### src/fifo_regs_pkg.sv
/* FIFO register map */

package fifo_regs_pkg;

    // bus register addresses
    typedef enum logic [2:0] {
        addr_ctrl_rst     = 3'd0,   // version on read, soft reset on write
        addr_almost_full  = 3'd1,
        addr_almost_empty = 3'd2,
        addr_read_err     = 3'd3,
        addr_size_lo      = 3'd4,   // read latches full byte size
        addr_size_mid     = 3'd5,
        addr_size_hi      = 3'd6,
        addr_reserved     = 3'd7    // reads zero
    } reg_addr_e;

    localparam logic [7:0] FIFO_VERSION = 8'd2;

    // decoded address window
    localparam int REG_COUNT = 8;

endpackage

### src/sram_types_pkg.sv
/* SRAM port types */

package sram_types_pkg;

    localparam int SRAM_AW = 20;    // half-word address bits
    localparam int SRAM_DW = 16;

    typedef logic [SRAM_AW-1:0] sram_addr_t;
    typedef logic [SRAM_DW-1:0] sram_word_t;

    // consumer prefetch states
    typedef enum logic [1:0] {
        rd_try,     // waiting for stored data
        rd_fetch,   // SRAM read cycle
        rd_hold     // half-word held for USB
    } rd_state_e;

endpackage

### src/fifo_ifs.sv
/* ring write and read channels */
`timescale 1ns/1ps

// producer side, one half-word per ack
interface ring_wr_if import sram_types_pkg::*; ();
    logic       wr_req;
    sram_word_t wr_data;
    logic       wr_ack;     // half-word written this cycle
    logic       wr_full;

    modport producer (output wr_req, output wr_data, input wr_ack, input wr_full);
    modport buffer (input wr_req, input wr_data, output wr_ack, output wr_full);
endinterface

// consumer side, data valid during the fetch cycle
interface ring_rd_if import sram_types_pkg::*; ();
    logic       rd_fetch;
    sram_word_t rd_data;
    logic       rd_empty;

    modport consumer (
        output rd_fetch,
        input  rd_data,
        input  rd_empty
    );
    modport buffer (
        input  rd_fetch,
        output rd_data,
        output rd_empty
    );
endinterface

### src/bus_regs.sv
/* FIFO bus registers and flags */
`timescale 1ns/1ps

module bus_regs
    import fifo_regs_pkg::*;
#(
    parameter int unsigned DEPTH            = 1048576,
    parameter int unsigned ALMOST_FULL_PCT  = 95,
    parameter int unsigned ALMOST_EMPTY_PCT = 5
) (
    input  logic        BUS_CLK,
    input  logic        RST,
    input  logic [15:0] bus_add,
    input  logic [7:0]  bus_data_in,
    input  logic        bus_wr,
    input  logic        bus_rd,
    input  logic [20:0] size_halfwords,
    input  logic        ring_empty,
    input  logic        usb_read,
    output logic [7:0]  bus_data_out,
    output logic        soft_rst,
    output logic        near_full,
    output logic        read_error
);
    localparam logic [7:0] AF_INIT = 8'(255 * ALMOST_FULL_PCT / 100);
    localparam logic [7:0] AE_INIT = 8'(255 * ALMOST_EMPTY_PCT / 100);

    reg_addr_e   addr;
    logic        addr_hit;
    logic [7:0]  almost_full;
    logic [7:0]  almost_empty;
    logic [7:0]  err_cnt;
    logic [21:0] size_byte;
    logic [21:0] size_byte_buf;     // snapshot for mid/hi reads
    logic [28:0] af_prod;
    logic [28:0] ae_prod;

    assign addr = reg_addr_e'(bus_add[2:0]);
    assign addr_hit = bus_add < 16'(REG_COUNT);
    assign soft_rst = bus_wr && addr_hit && addr == addr_ctrl_rst;
    assign size_byte = {size_halfwords, 1'b0};
    assign read_error = err_cnt != 8'd0;

    // thresholds in 1/256 steps of the ring depth
    assign af_prod = (29'(almost_full) + 29'd1) * 29'(DEPTH);
    assign ae_prod = (29'(almost_empty) + 29'd1) * 29'(DEPTH);

    always_ff @(posedge BUS_CLK) begin
        if (RST) begin
            almost_full <= AF_INIT;
            almost_empty <= AE_INIT;
        end else if (bus_wr && addr_hit && addr == addr_almost_full) begin
            almost_full <= bus_data_in;
        end else if (bus_wr && addr_hit && addr == addr_almost_empty) begin
            almost_empty <= bus_data_in;
        end
    end

    always_ff @(posedge BUS_CLK) begin
        if (bus_rd) begin
            if (!addr_hit) begin
                bus_data_out <= 8'd0;
            end else begin
                case (addr)
                    addr_ctrl_rst:     bus_data_out <= FIFO_VERSION;
                    addr_almost_full:  bus_data_out <= almost_full;
                    addr_almost_empty: bus_data_out <= almost_empty;
                    addr_read_err:     bus_data_out <= err_cnt;
                    addr_size_lo:      bus_data_out <= size_byte[7:0];  // live value
                    addr_size_mid:     bus_data_out <= size_byte_buf[15:8];
                    addr_size_hi:      bus_data_out <= {2'b00, size_byte_buf[21:16]};
                    default:           bus_data_out <= 8'd0;
                endcase
            end
        end
        if (bus_rd && addr_hit && addr == addr_size_lo)
            size_byte_buf <= size_byte;
    end

    // reads attempted on an empty ring, saturating
    always_ff @(posedge BUS_CLK) begin
        if (RST)
            err_cnt <= 8'd0;
        else if (usb_read && ring_empty && err_cnt != 8'hff)
            err_cnt <= err_cnt + 8'd1;
    end

    always_ff @(posedge BUS_CLK) begin
        if (RST)
            near_full <= 1'b0;
        else if ({size_halfwords, 8'd0} >= af_prod)
            near_full <= 1'b1;
        else if ({size_halfwords, 8'd0} <= ae_prod || ring_empty)
            near_full <= 1'b0;  // hysteresis low side
    end

    // soft reset comes only from a bus write and clears the status next cycle
    a_soft_rst: assert property (@(posedge BUS_CLK)
        soft_rst |-> bus_wr ##1 (err_cnt == 8'd0 && !near_full));

endmodule

### src/sram_fifo.sv
/* SRAM backed FIFO top */
`timescale 1ns/1ps

module sram_fifo
    import sram_types_pkg::*;
#(
    parameter int unsigned DEPTH            = 1048576,
    parameter int unsigned ALMOST_FULL_PCT  = 95,
    parameter int unsigned ALMOST_EMPTY_PCT = 5,
    parameter int unsigned IN_DEPTH         = 16
) (
    input  logic               BUS_CLK,
    input  logic               BUS_RST,
    input  logic [15:0]        BUS_ADD,
    input  logic [7:0]         BUS_DATA_IN,
    input  logic               BUS_RD,
    input  logic               BUS_WR,
    output logic [7:0]         BUS_DATA_OUT,
    output logic [SRAM_AW-1:0] SRAM_A,
    output logic [SRAM_DW-1:0] SRAM_DQ_OUT,
    input  logic [SRAM_DW-1:0] SRAM_DQ_IN,
    output logic               SRAM_DQ_OE,
    output logic               SRAM_WE_B,
    output logic               SRAM_OE_B,
    input  logic               USB_READ,
    output logic [7:0]         USB_DATA,
    output logic               FIFO_READ_NEXT_OUT,
    input  logic               FIFO_EMPTY_IN,
    input  logic [31:0]        FIFO_DATA,
    output logic               FIFO_NOT_EMPTY,
    output logic               FIFO_FULL,
    output logic               FIFO_NEAR_FULL,
    output logic               FIFO_READ_ERROR
);
    logic             rst, soft_rst;
    logic             ring_empty, ring_full;
    logic [SRAM_AW:0] size_halfwords;

    ring_wr_if wr_bus ();
    ring_rd_if rd_bus ();

    assign rst = BUS_RST | soft_rst;    // bus write to address 0 also resets
    assign FIFO_NOT_EMPTY = !ring_empty;
    assign FIFO_FULL = ring_full;

    bus_regs #(.DEPTH(DEPTH), .ALMOST_FULL_PCT(ALMOST_FULL_PCT),
               .ALMOST_EMPTY_PCT(ALMOST_EMPTY_PCT)) i_regs (
        .BUS_CLK(BUS_CLK), .RST(rst), .bus_add(BUS_ADD), .bus_data_in(BUS_DATA_IN),
        .bus_wr(BUS_WR), .bus_rd(BUS_RD), .size_halfwords(size_halfwords),
        .ring_empty(ring_empty), .usb_read(USB_READ), .bus_data_out(BUS_DATA_OUT),
        .soft_rst(soft_rst), .near_full(FIFO_NEAR_FULL), .read_error(FIFO_READ_ERROR));

    word_stager #(.IN_DEPTH(IN_DEPTH)) i_stager (
        .BUS_CLK(BUS_CLK), .RST(rst), .in_data(FIFO_DATA), .in_empty(FIFO_EMPTY_IN),
        .in_take(FIFO_READ_NEXT_OUT), .wr(wr_bus.producer));

    sram_ring_ctrl #(.DEPTH(DEPTH)) i_ring (
        .BUS_CLK(BUS_CLK), .RST(rst), .sram_dq_in(SRAM_DQ_IN), .sram_a(SRAM_A),
        .sram_dq_out(SRAM_DQ_OUT), .sram_dq_oe(SRAM_DQ_OE), .sram_we_b(SRAM_WE_B),
        .sram_oe_b(SRAM_OE_B), .size_halfwords(size_halfwords), .ring_empty(ring_empty),
        .ring_full(ring_full), .wr(wr_bus.buffer), .rd(rd_bus.buffer));

    usb_byte_reader i_reader (
        .BUS_CLK(BUS_CLK), .RST(rst), .usb_read(USB_READ), .usb_data(USB_DATA),
        .rd(rd_bus.consumer));

endmodule

### src/sram_ring_ctrl.sv
/* SRAM ring controller */
`timescale 1ns/1ps

module sram_ring_ctrl
    import sram_types_pkg::*;
#(
    parameter int unsigned DEPTH = 1048576
) (
    input  logic             BUS_CLK,
    input  logic             RST,
    input  sram_word_t       sram_dq_in,
    output sram_addr_t       sram_a,
    output sram_word_t       sram_dq_out,
    output logic             sram_dq_oe,
    output logic             sram_we_b,
    output logic             sram_oe_b,
    output logic [SRAM_AW:0] size_halfwords,
    output logic             ring_empty,
    output logic             ring_full,
    ring_wr_if.buffer        wr,
    ring_rd_if.buffer        rd
);
    localparam sram_addr_t       LAST    = sram_addr_t'(DEPTH - 1);
    localparam logic [SRAM_AW:0] DEPTH_W = DEPTH[SRAM_AW:0];

    sram_addr_t       wr_ptr, rd_ptr;
    sram_addr_t       wr_nxt, rd_nxt;
    logic [SRAM_AW:0] occupancy;

    assign wr_nxt = (wr_ptr == LAST) ? '0 : wr_ptr + 1'b1;
    assign rd_nxt = (rd_ptr == LAST) ? '0 : rd_ptr + 1'b1;
    assign ring_empty = wr_ptr == rd_ptr;
    assign ring_full = wr_nxt == rd_ptr;   // one slot kept free

    // reads win the port
    assign wr.wr_ack = wr.wr_req && !ring_full && !rd.rd_fetch;
    assign wr.wr_full = ring_full;
    assign rd.rd_empty = ring_empty;
    assign rd.rd_data = sram_dq_in;         // async read, same cycle

    // pin drive
    assign sram_a = rd.rd_fetch ? rd_ptr : wr_ptr;
    assign sram_dq_out = wr.wr_data;
    assign sram_dq_oe = wr.wr_ack;
    assign sram_we_b = !wr.wr_ack;
    assign sram_oe_b = !rd.rd_fetch;

    always_ff @(posedge BUS_CLK) begin
        if (RST) begin
            wr_ptr <= '0;
            rd_ptr <= '0;
        end else begin
            if (wr.wr_ack)
                wr_ptr <= wr_nxt;
            if (rd.rd_fetch)
                rd_ptr <= rd_nxt;
        end
    end

    always_comb begin
        if (wr_ptr >= rd_ptr)
            occupancy = {1'b0, wr_ptr} - {1'b0, rd_ptr};
        else
            occupancy = {1'b0, wr_ptr} + DEPTH_W - {1'b0, rd_ptr};   // wrapped
    end

    always_ff @(posedge BUS_CLK) begin
        if (RST)
            size_halfwords <= '0;
        else
            size_halfwords <= occupancy;
    end

    a_port_excl: assert property (@(posedge BUS_CLK) disable iff (RST)
        !(wr.wr_ack && rd.rd_fetch));
    a_ptr_range: assert property (@(posedge BUS_CLK) disable iff (RST)
        wr_ptr < DEPTH && rd_ptr < DEPTH);

endmodule

### src/usb_byte_reader.sv
/* USB byte reader */
`timescale 1ns/1ps

module usb_byte_reader
    import sram_types_pkg::*;
(
    input  logic        BUS_CLK,
    input  logic        RST,
    input  logic        usb_read,
    output logic [7:0]  usb_data,
    ring_rd_if.consumer rd
);
    rd_state_e  state, state_nxt;
    sram_word_t held;       // prefetched half-word
    logic       hi_sel;     // high byte shown

    always_comb begin
        state_nxt = state;
        case (state)
            rd_try:   if (!rd.rd_empty) state_nxt = rd_fetch;
            rd_fetch: state_nxt = rd_hold;
            rd_hold:  if (usb_read && hi_sel) state_nxt = rd.rd_empty ? rd_try : rd_fetch;
            default:  state_nxt = rd_try;
        endcase
    end

    always_ff @(posedge BUS_CLK) begin
        if (RST) begin
            state <= rd_try;
            hi_sel <= 1'b0;
        end else begin
            state <= state_nxt;
            if (state == rd_fetch)
                hi_sel <= 1'b0;   // new word starts at low byte
            else if (state == rd_hold && usb_read && !hi_sel)
                hi_sel <= 1'b1;
        end
    end

    always_ff @(posedge BUS_CLK) begin
        if (state == rd_fetch)
            held <= rd.rd_data;
    end

    assign rd.rd_fetch = state == rd_fetch;
    assign usb_data = hi_sel ? held[15:8] : held[7:0];

    a_fetch_nonempty: assert property (@(posedge BUS_CLK) disable iff (RST)
        rd.rd_fetch |-> !rd.rd_empty);

endmodule

### src/word_stager.sv
/* input word buffer and splitter */
`timescale 1ns/1ps

module word_stager
    import sram_types_pkg::*;
#(
    parameter int unsigned IN_DEPTH = 16
) (
    input  logic                 BUS_CLK,
    input  logic                 RST,
    input  logic [2*SRAM_DW-1:0] in_data,
    input  logic                 in_empty,
    output logic                 in_take,
    ring_wr_if.producer          wr
);
    localparam int PW = $clog2(IN_DEPTH);
    localparam int CW = $clog2(IN_DEPTH + 1);

    logic [2*SRAM_DW-1:0] mem [IN_DEPTH];
    logic [PW-1:0]        head;         // oldest word
    logic [PW-1:0]        tail;
    logic [CW-1:0]        count;
    logic                 hi_half;      // high half presented next
    logic                 st_full, st_empty, push, pop;

    assign st_full = count == CW'(IN_DEPTH);
    assign st_empty = count == '0;
    assign in_take = !st_full;
    assign push = in_take && !in_empty;
    assign pop = wr.wr_ack && hi_half;  // word done after high half

    assign wr.wr_req = !st_empty;
    assign wr.wr_data = hi_half ? mem[head][2*SRAM_DW-1:SRAM_DW] : mem[head][SRAM_DW-1:0];

    always_ff @(posedge BUS_CLK) begin
        if (push)
            mem[tail] <= in_data;
    end

    always_ff @(posedge BUS_CLK) begin
        if (RST) begin
            head <= '0;
            tail <= '0;
            count <= '0;
            hi_half <= 1'b0;
        end else begin
            if (push)
                tail <= (tail == PW'(IN_DEPTH - 1)) ? '0 : tail + 1'b1;
            if (pop)
                head <= (head == PW'(IN_DEPTH - 1)) ? '0 : head + 1'b1;
            if (push && !pop)
                count <= count + 1'b1;
            else if (pop && !push)
                count <= count - 1'b1;
            if (wr.wr_ack)
                hi_half <= !hi_half;
        end
    end

    // ring accepts only from a non-empty store and only while not full
    a_no_empty_pop: assert property (@(posedge BUS_CLK) disable iff (RST)
        wr.wr_ack |-> !st_empty && !wr.wr_full);

endmodule
### config.mk
export PLATFORM = sky130hd
export DESIGN_NAME = sram_fifo
export DESIGN_NICKNAME = d
export VERILOG_FILES = /design/src/fifo_regs_pkg.sv /design/src/sram_types_pkg.sv /design/src/fifo_ifs.sv /design/src/bus_regs.sv /design/src/sram_fifo.sv /design/src/sram_ring_ctrl.sv /design/src/usb_byte_reader.sv /design/src/word_stager.sv
export SDC_FILE = /design/constraint.sdc
export NUM_CORES = 1
export LEC_CHECK = 0
export BUFFER_PORTS_ARGS = -buffer_cell sky130_fd_sc_hd__buf_2
export CAP_MARGIN = 40
export CORE_MARGIN = 4
export CORE_UTILIZATION = 60
export DETAILED_ROUTE_END_ITERATION = 16
export GPL_TIMING_DRIVEN = 0
export PLACE_DENSITY = 0.75
export SLEW_MARGIN = 20
export SYNTH_ARGS = -nofsm -noshare
export SYNTH_HDL_FRONTEND = slang
export SYNTH_SLANG_ARGS = --single-unit
### constraint.sdc
create_clock -name BUS_CLK -period 6.7 [get_ports BUS_CLK]
set_input_delay 1.005 -clock BUS_CLK [delete_from_list [all_inputs] [get_ports BUS_CLK]]
set_output_delay 1.005 -clock BUS_CLK [all_outputs]
set_load 0.01 [all_outputs]
==> reports/summary.txt <==
Setup bufs post-CTS: 0
Final instance area: 33030 um2
Crit-path max FO: 10
Deepest clock path buffer count: 3
FP Rows: 79
Worst r2r src: i_ring.wr_ptr[1]
Most common cell in the netlist: edfxtp_1
Max-cap violations: 0
PwrDens: 330.1 nW/um2
Synthesized-area fraction occupied by adder cells: 2.500%
GP Congestion: 0.9574
Post-CTS Hold Fix Bufs: 0
Synth cell types: 80
Num CTS Buffers: 69
Slowest cell on the critical path: nor2_1
Die height: 224.5 um
Hold path start: i_ring.size_halfwords[12]
Post-synthesis mux area share: 14.44%
Routed len/inst: 28.56 um
Crit Path Class: register to output pin
EDFF count, synth: 550
Netlist Area Pre-Place: 28120 um2
Family with the most delay on the worst path: simple AND/OR/NAND/NOR gates
Multi-input gate area: 9029 um2
Initial Utilization: 60.54%
Highest clock rate: 0.1789 GHz
DP HPWL: 51690 um
Largest net degree at the start of global routing: 26
# IOs: 138
FF+latch count, synth: 657
Worst Path Required: 5.69 ns
Hold Crit Class: register to register
H-tree depth: 3
Quantity of gates resized following cts: 0
Synthesized area per cell: 15.82 um2
Congestion Overflow GR: 0
DRT antenna net count: 0
Main synth FF type: edfxtp_1
Fillers: 2952
Routed WL: 77660 um
Crit-path cells: ha_1 -> nand3_1 -> nor2_1 -> and3_1 -> buf_2 -> a21oi_1 -> o22ai_1 -> nand4_2 -> o21ai_4 -> buf_6 -> buf_6 -> buf_2
Clk root buf: clkbuf_16
FF-to-FF setup slack: 1.43 ns
Fin nets: 2186
Post-synth top area cell: edfxtp_1
CTS clk-pin slew, worst paths: 0.06 ns
DRC Markers: 0
Clock Skews: 0.02178 ns
Outcome: finished, final reports clean
GRT Total Usage: 31.16%
Worst rel slew slack: 40.39%
Total number of vias: 17640
CP startpoint kind: register
Final Hold Vio Count: 0
Post-synth top area share: 58.73%
Setup crit start: i_ring.wr_ptr[1]
CP endpoint kind: output pin
Worst-Skew Late Latency: 0.62 ns
Pins Over Slew Limit: 0
CP arrival: 4.58 ns
Slowest stage delay, CP: 0.51 ns
Crit path time final: 5.588 ns
Drt via density: 6.489
Maximum vdd drop: 0.3527 mV
Worst Tran Pin Value: 0.8942 ns
Main combinational cell family by area after synthesis: multiplexers
Placed inst area: 30670 um2
Post-route worst setup slack: 1.112 ns
Leak: 0.01119 uW
Area growth syn-to-layout: 17.44%
Simple-gate share of the synthesized area: 7.799%
Horiz. Die Dim: 224.5 um
Unrepaired setup endpoints after global routing: false
Drt pass-1 iters: 5
CTS tree: done
Layout cell share with drive strength beyond 1: 24.67%
Post-synth ARST share: 0%
Storage cell area: 18660 um2
Sequential fraction of the synthesis area: 66.34%
Final period util: 83.41%
Net Count, Synth: 1911
Final setup viols: 0
Crit path buf inv count: 4
Ys Warns: 0
TritonCTS sink count: 657
Initial antenna violation count: 6
# port buffers: 136
Post-synthesis compound-gate area fraction: 4.765%
Core area: 46460 um2
Top cells by area, synth: edfxtp_1, mux4_2, dfxtp_1, ha_1, nand2_1
First-pass GRT wire length: 115100 um
Top post-synthesis cells by count: edfxtp_1, mux4_2, nand2_1
Die ar.: 50400 um2
DRT iter0 DRCs: 2115
Dpl ws: 1.576 ns
Xor and xnor area share after synthesis: 2.211%
Post-Synthesis Cells: 1778
Vias in the first global route: 17700
kinds of logic after synthesis:
logic type | Yosys count
compound gates | 207
xor+xnor | 71
fa+ha+maj | 55
buf+inv | 138
flops | 657
mux | 204
simple gates | 446
sequential cells by signal, summed over array words and instances (netlist names), 5 cells and up, named ones only:
signal                 flops
i_ring.size_halfwords     21
i_regs.almost_empty        8
i_ring.rd_ptr             20
i_reader.held             16
i_ring.wr_ptr             20
i_stager.mem             512
i_regs.bus_data_out        8
i_regs.err_cnt             8
i_regs.almost_full         8
i_stager.count             5
i_regs.size_byte_buf      14
area by class of cell:
type | instances | share of cell area, %
antenna | 4 | 0.03031
buffer | 85 | 1.057
clock buffer | 90 | 5.656
clock inverter | 36 | 1.205
inverter | 53 | 0.6023
multi-input combinational | 983 | 27.34
sequential | 657 | 56.49
tap | 607 | 2.300
timing repair buffer | 204 | 5.323
report_power, final:
group          internal [uW]  switching, uW
clock network           2220           1610
registers               4630            119
logic                   1010           1310
final timing paths:
check,end,depth (start not counted)
worst min-delay path,i_regs.size_byte_buf[13],0
worst min register to register,i_regs.size_byte_buf[13],0
worst max register to register,i_stager.count[4],17
worst max-delay path,SRAM_WE_B,12
metrics by stage:
step | setup TNS [ns] | utilization (%) | total power [uW] | instances | hold slack, ns
finish | 0 | 71.09 | 10900 | 2719 | 0.4326
global route | 0 | 71.09 | 11310 | 2718 | 0.4508
floorplan | 0 | - | 6217 | 1778 | 0.4082
CTS | 0 | 70.89 | 10940 | 2707 | 0.4373
detailed placement | 0 | 66.01 | 7073 | 2581 | 0.4265
global placement | -70.91 | 63.64 | 6913 | 2521 | 0.4233
cell usage in the layout (no fill, tap or decap), types with 10 or more instances in the layout:
cell type and n:
nor4_1 12, nor2_1 105, clkbuf_1 73, and3_1 15
nor3_1 30, mux4_2 160, o21ai_0 43, nand3_1 36
clkinv_1 11, buf_16 22, edfxtp_1 550, xnor2_1 48
nor2_4 12, or4_1 11, nand4_1 23, a21oi_1 57
clkbuf_16 71, inv_1 51, ha_1 53, xor2_1 23
o21a_1 11, nand2_1 133, buf_2 144, buf_6 25
buf_4 18, a21o_1 10, nand2b_1 10, mux2_2 13
o21ai_1 12, or3_1 13, dfxtp_1 107, mux2i_1 31
clkinv_2 12, buf_1 17
routing by layer:
layer	part of all wire [%]	vias to the layer above	GRT usage, %
met1	36	8894	39.67
met4	4.8	4	13.52
met2	51	963	52.61
li1	-	7555	-
met5	0.044	-	0
met3	8.7	228	6.526
(Power assumes the default switching activity.)
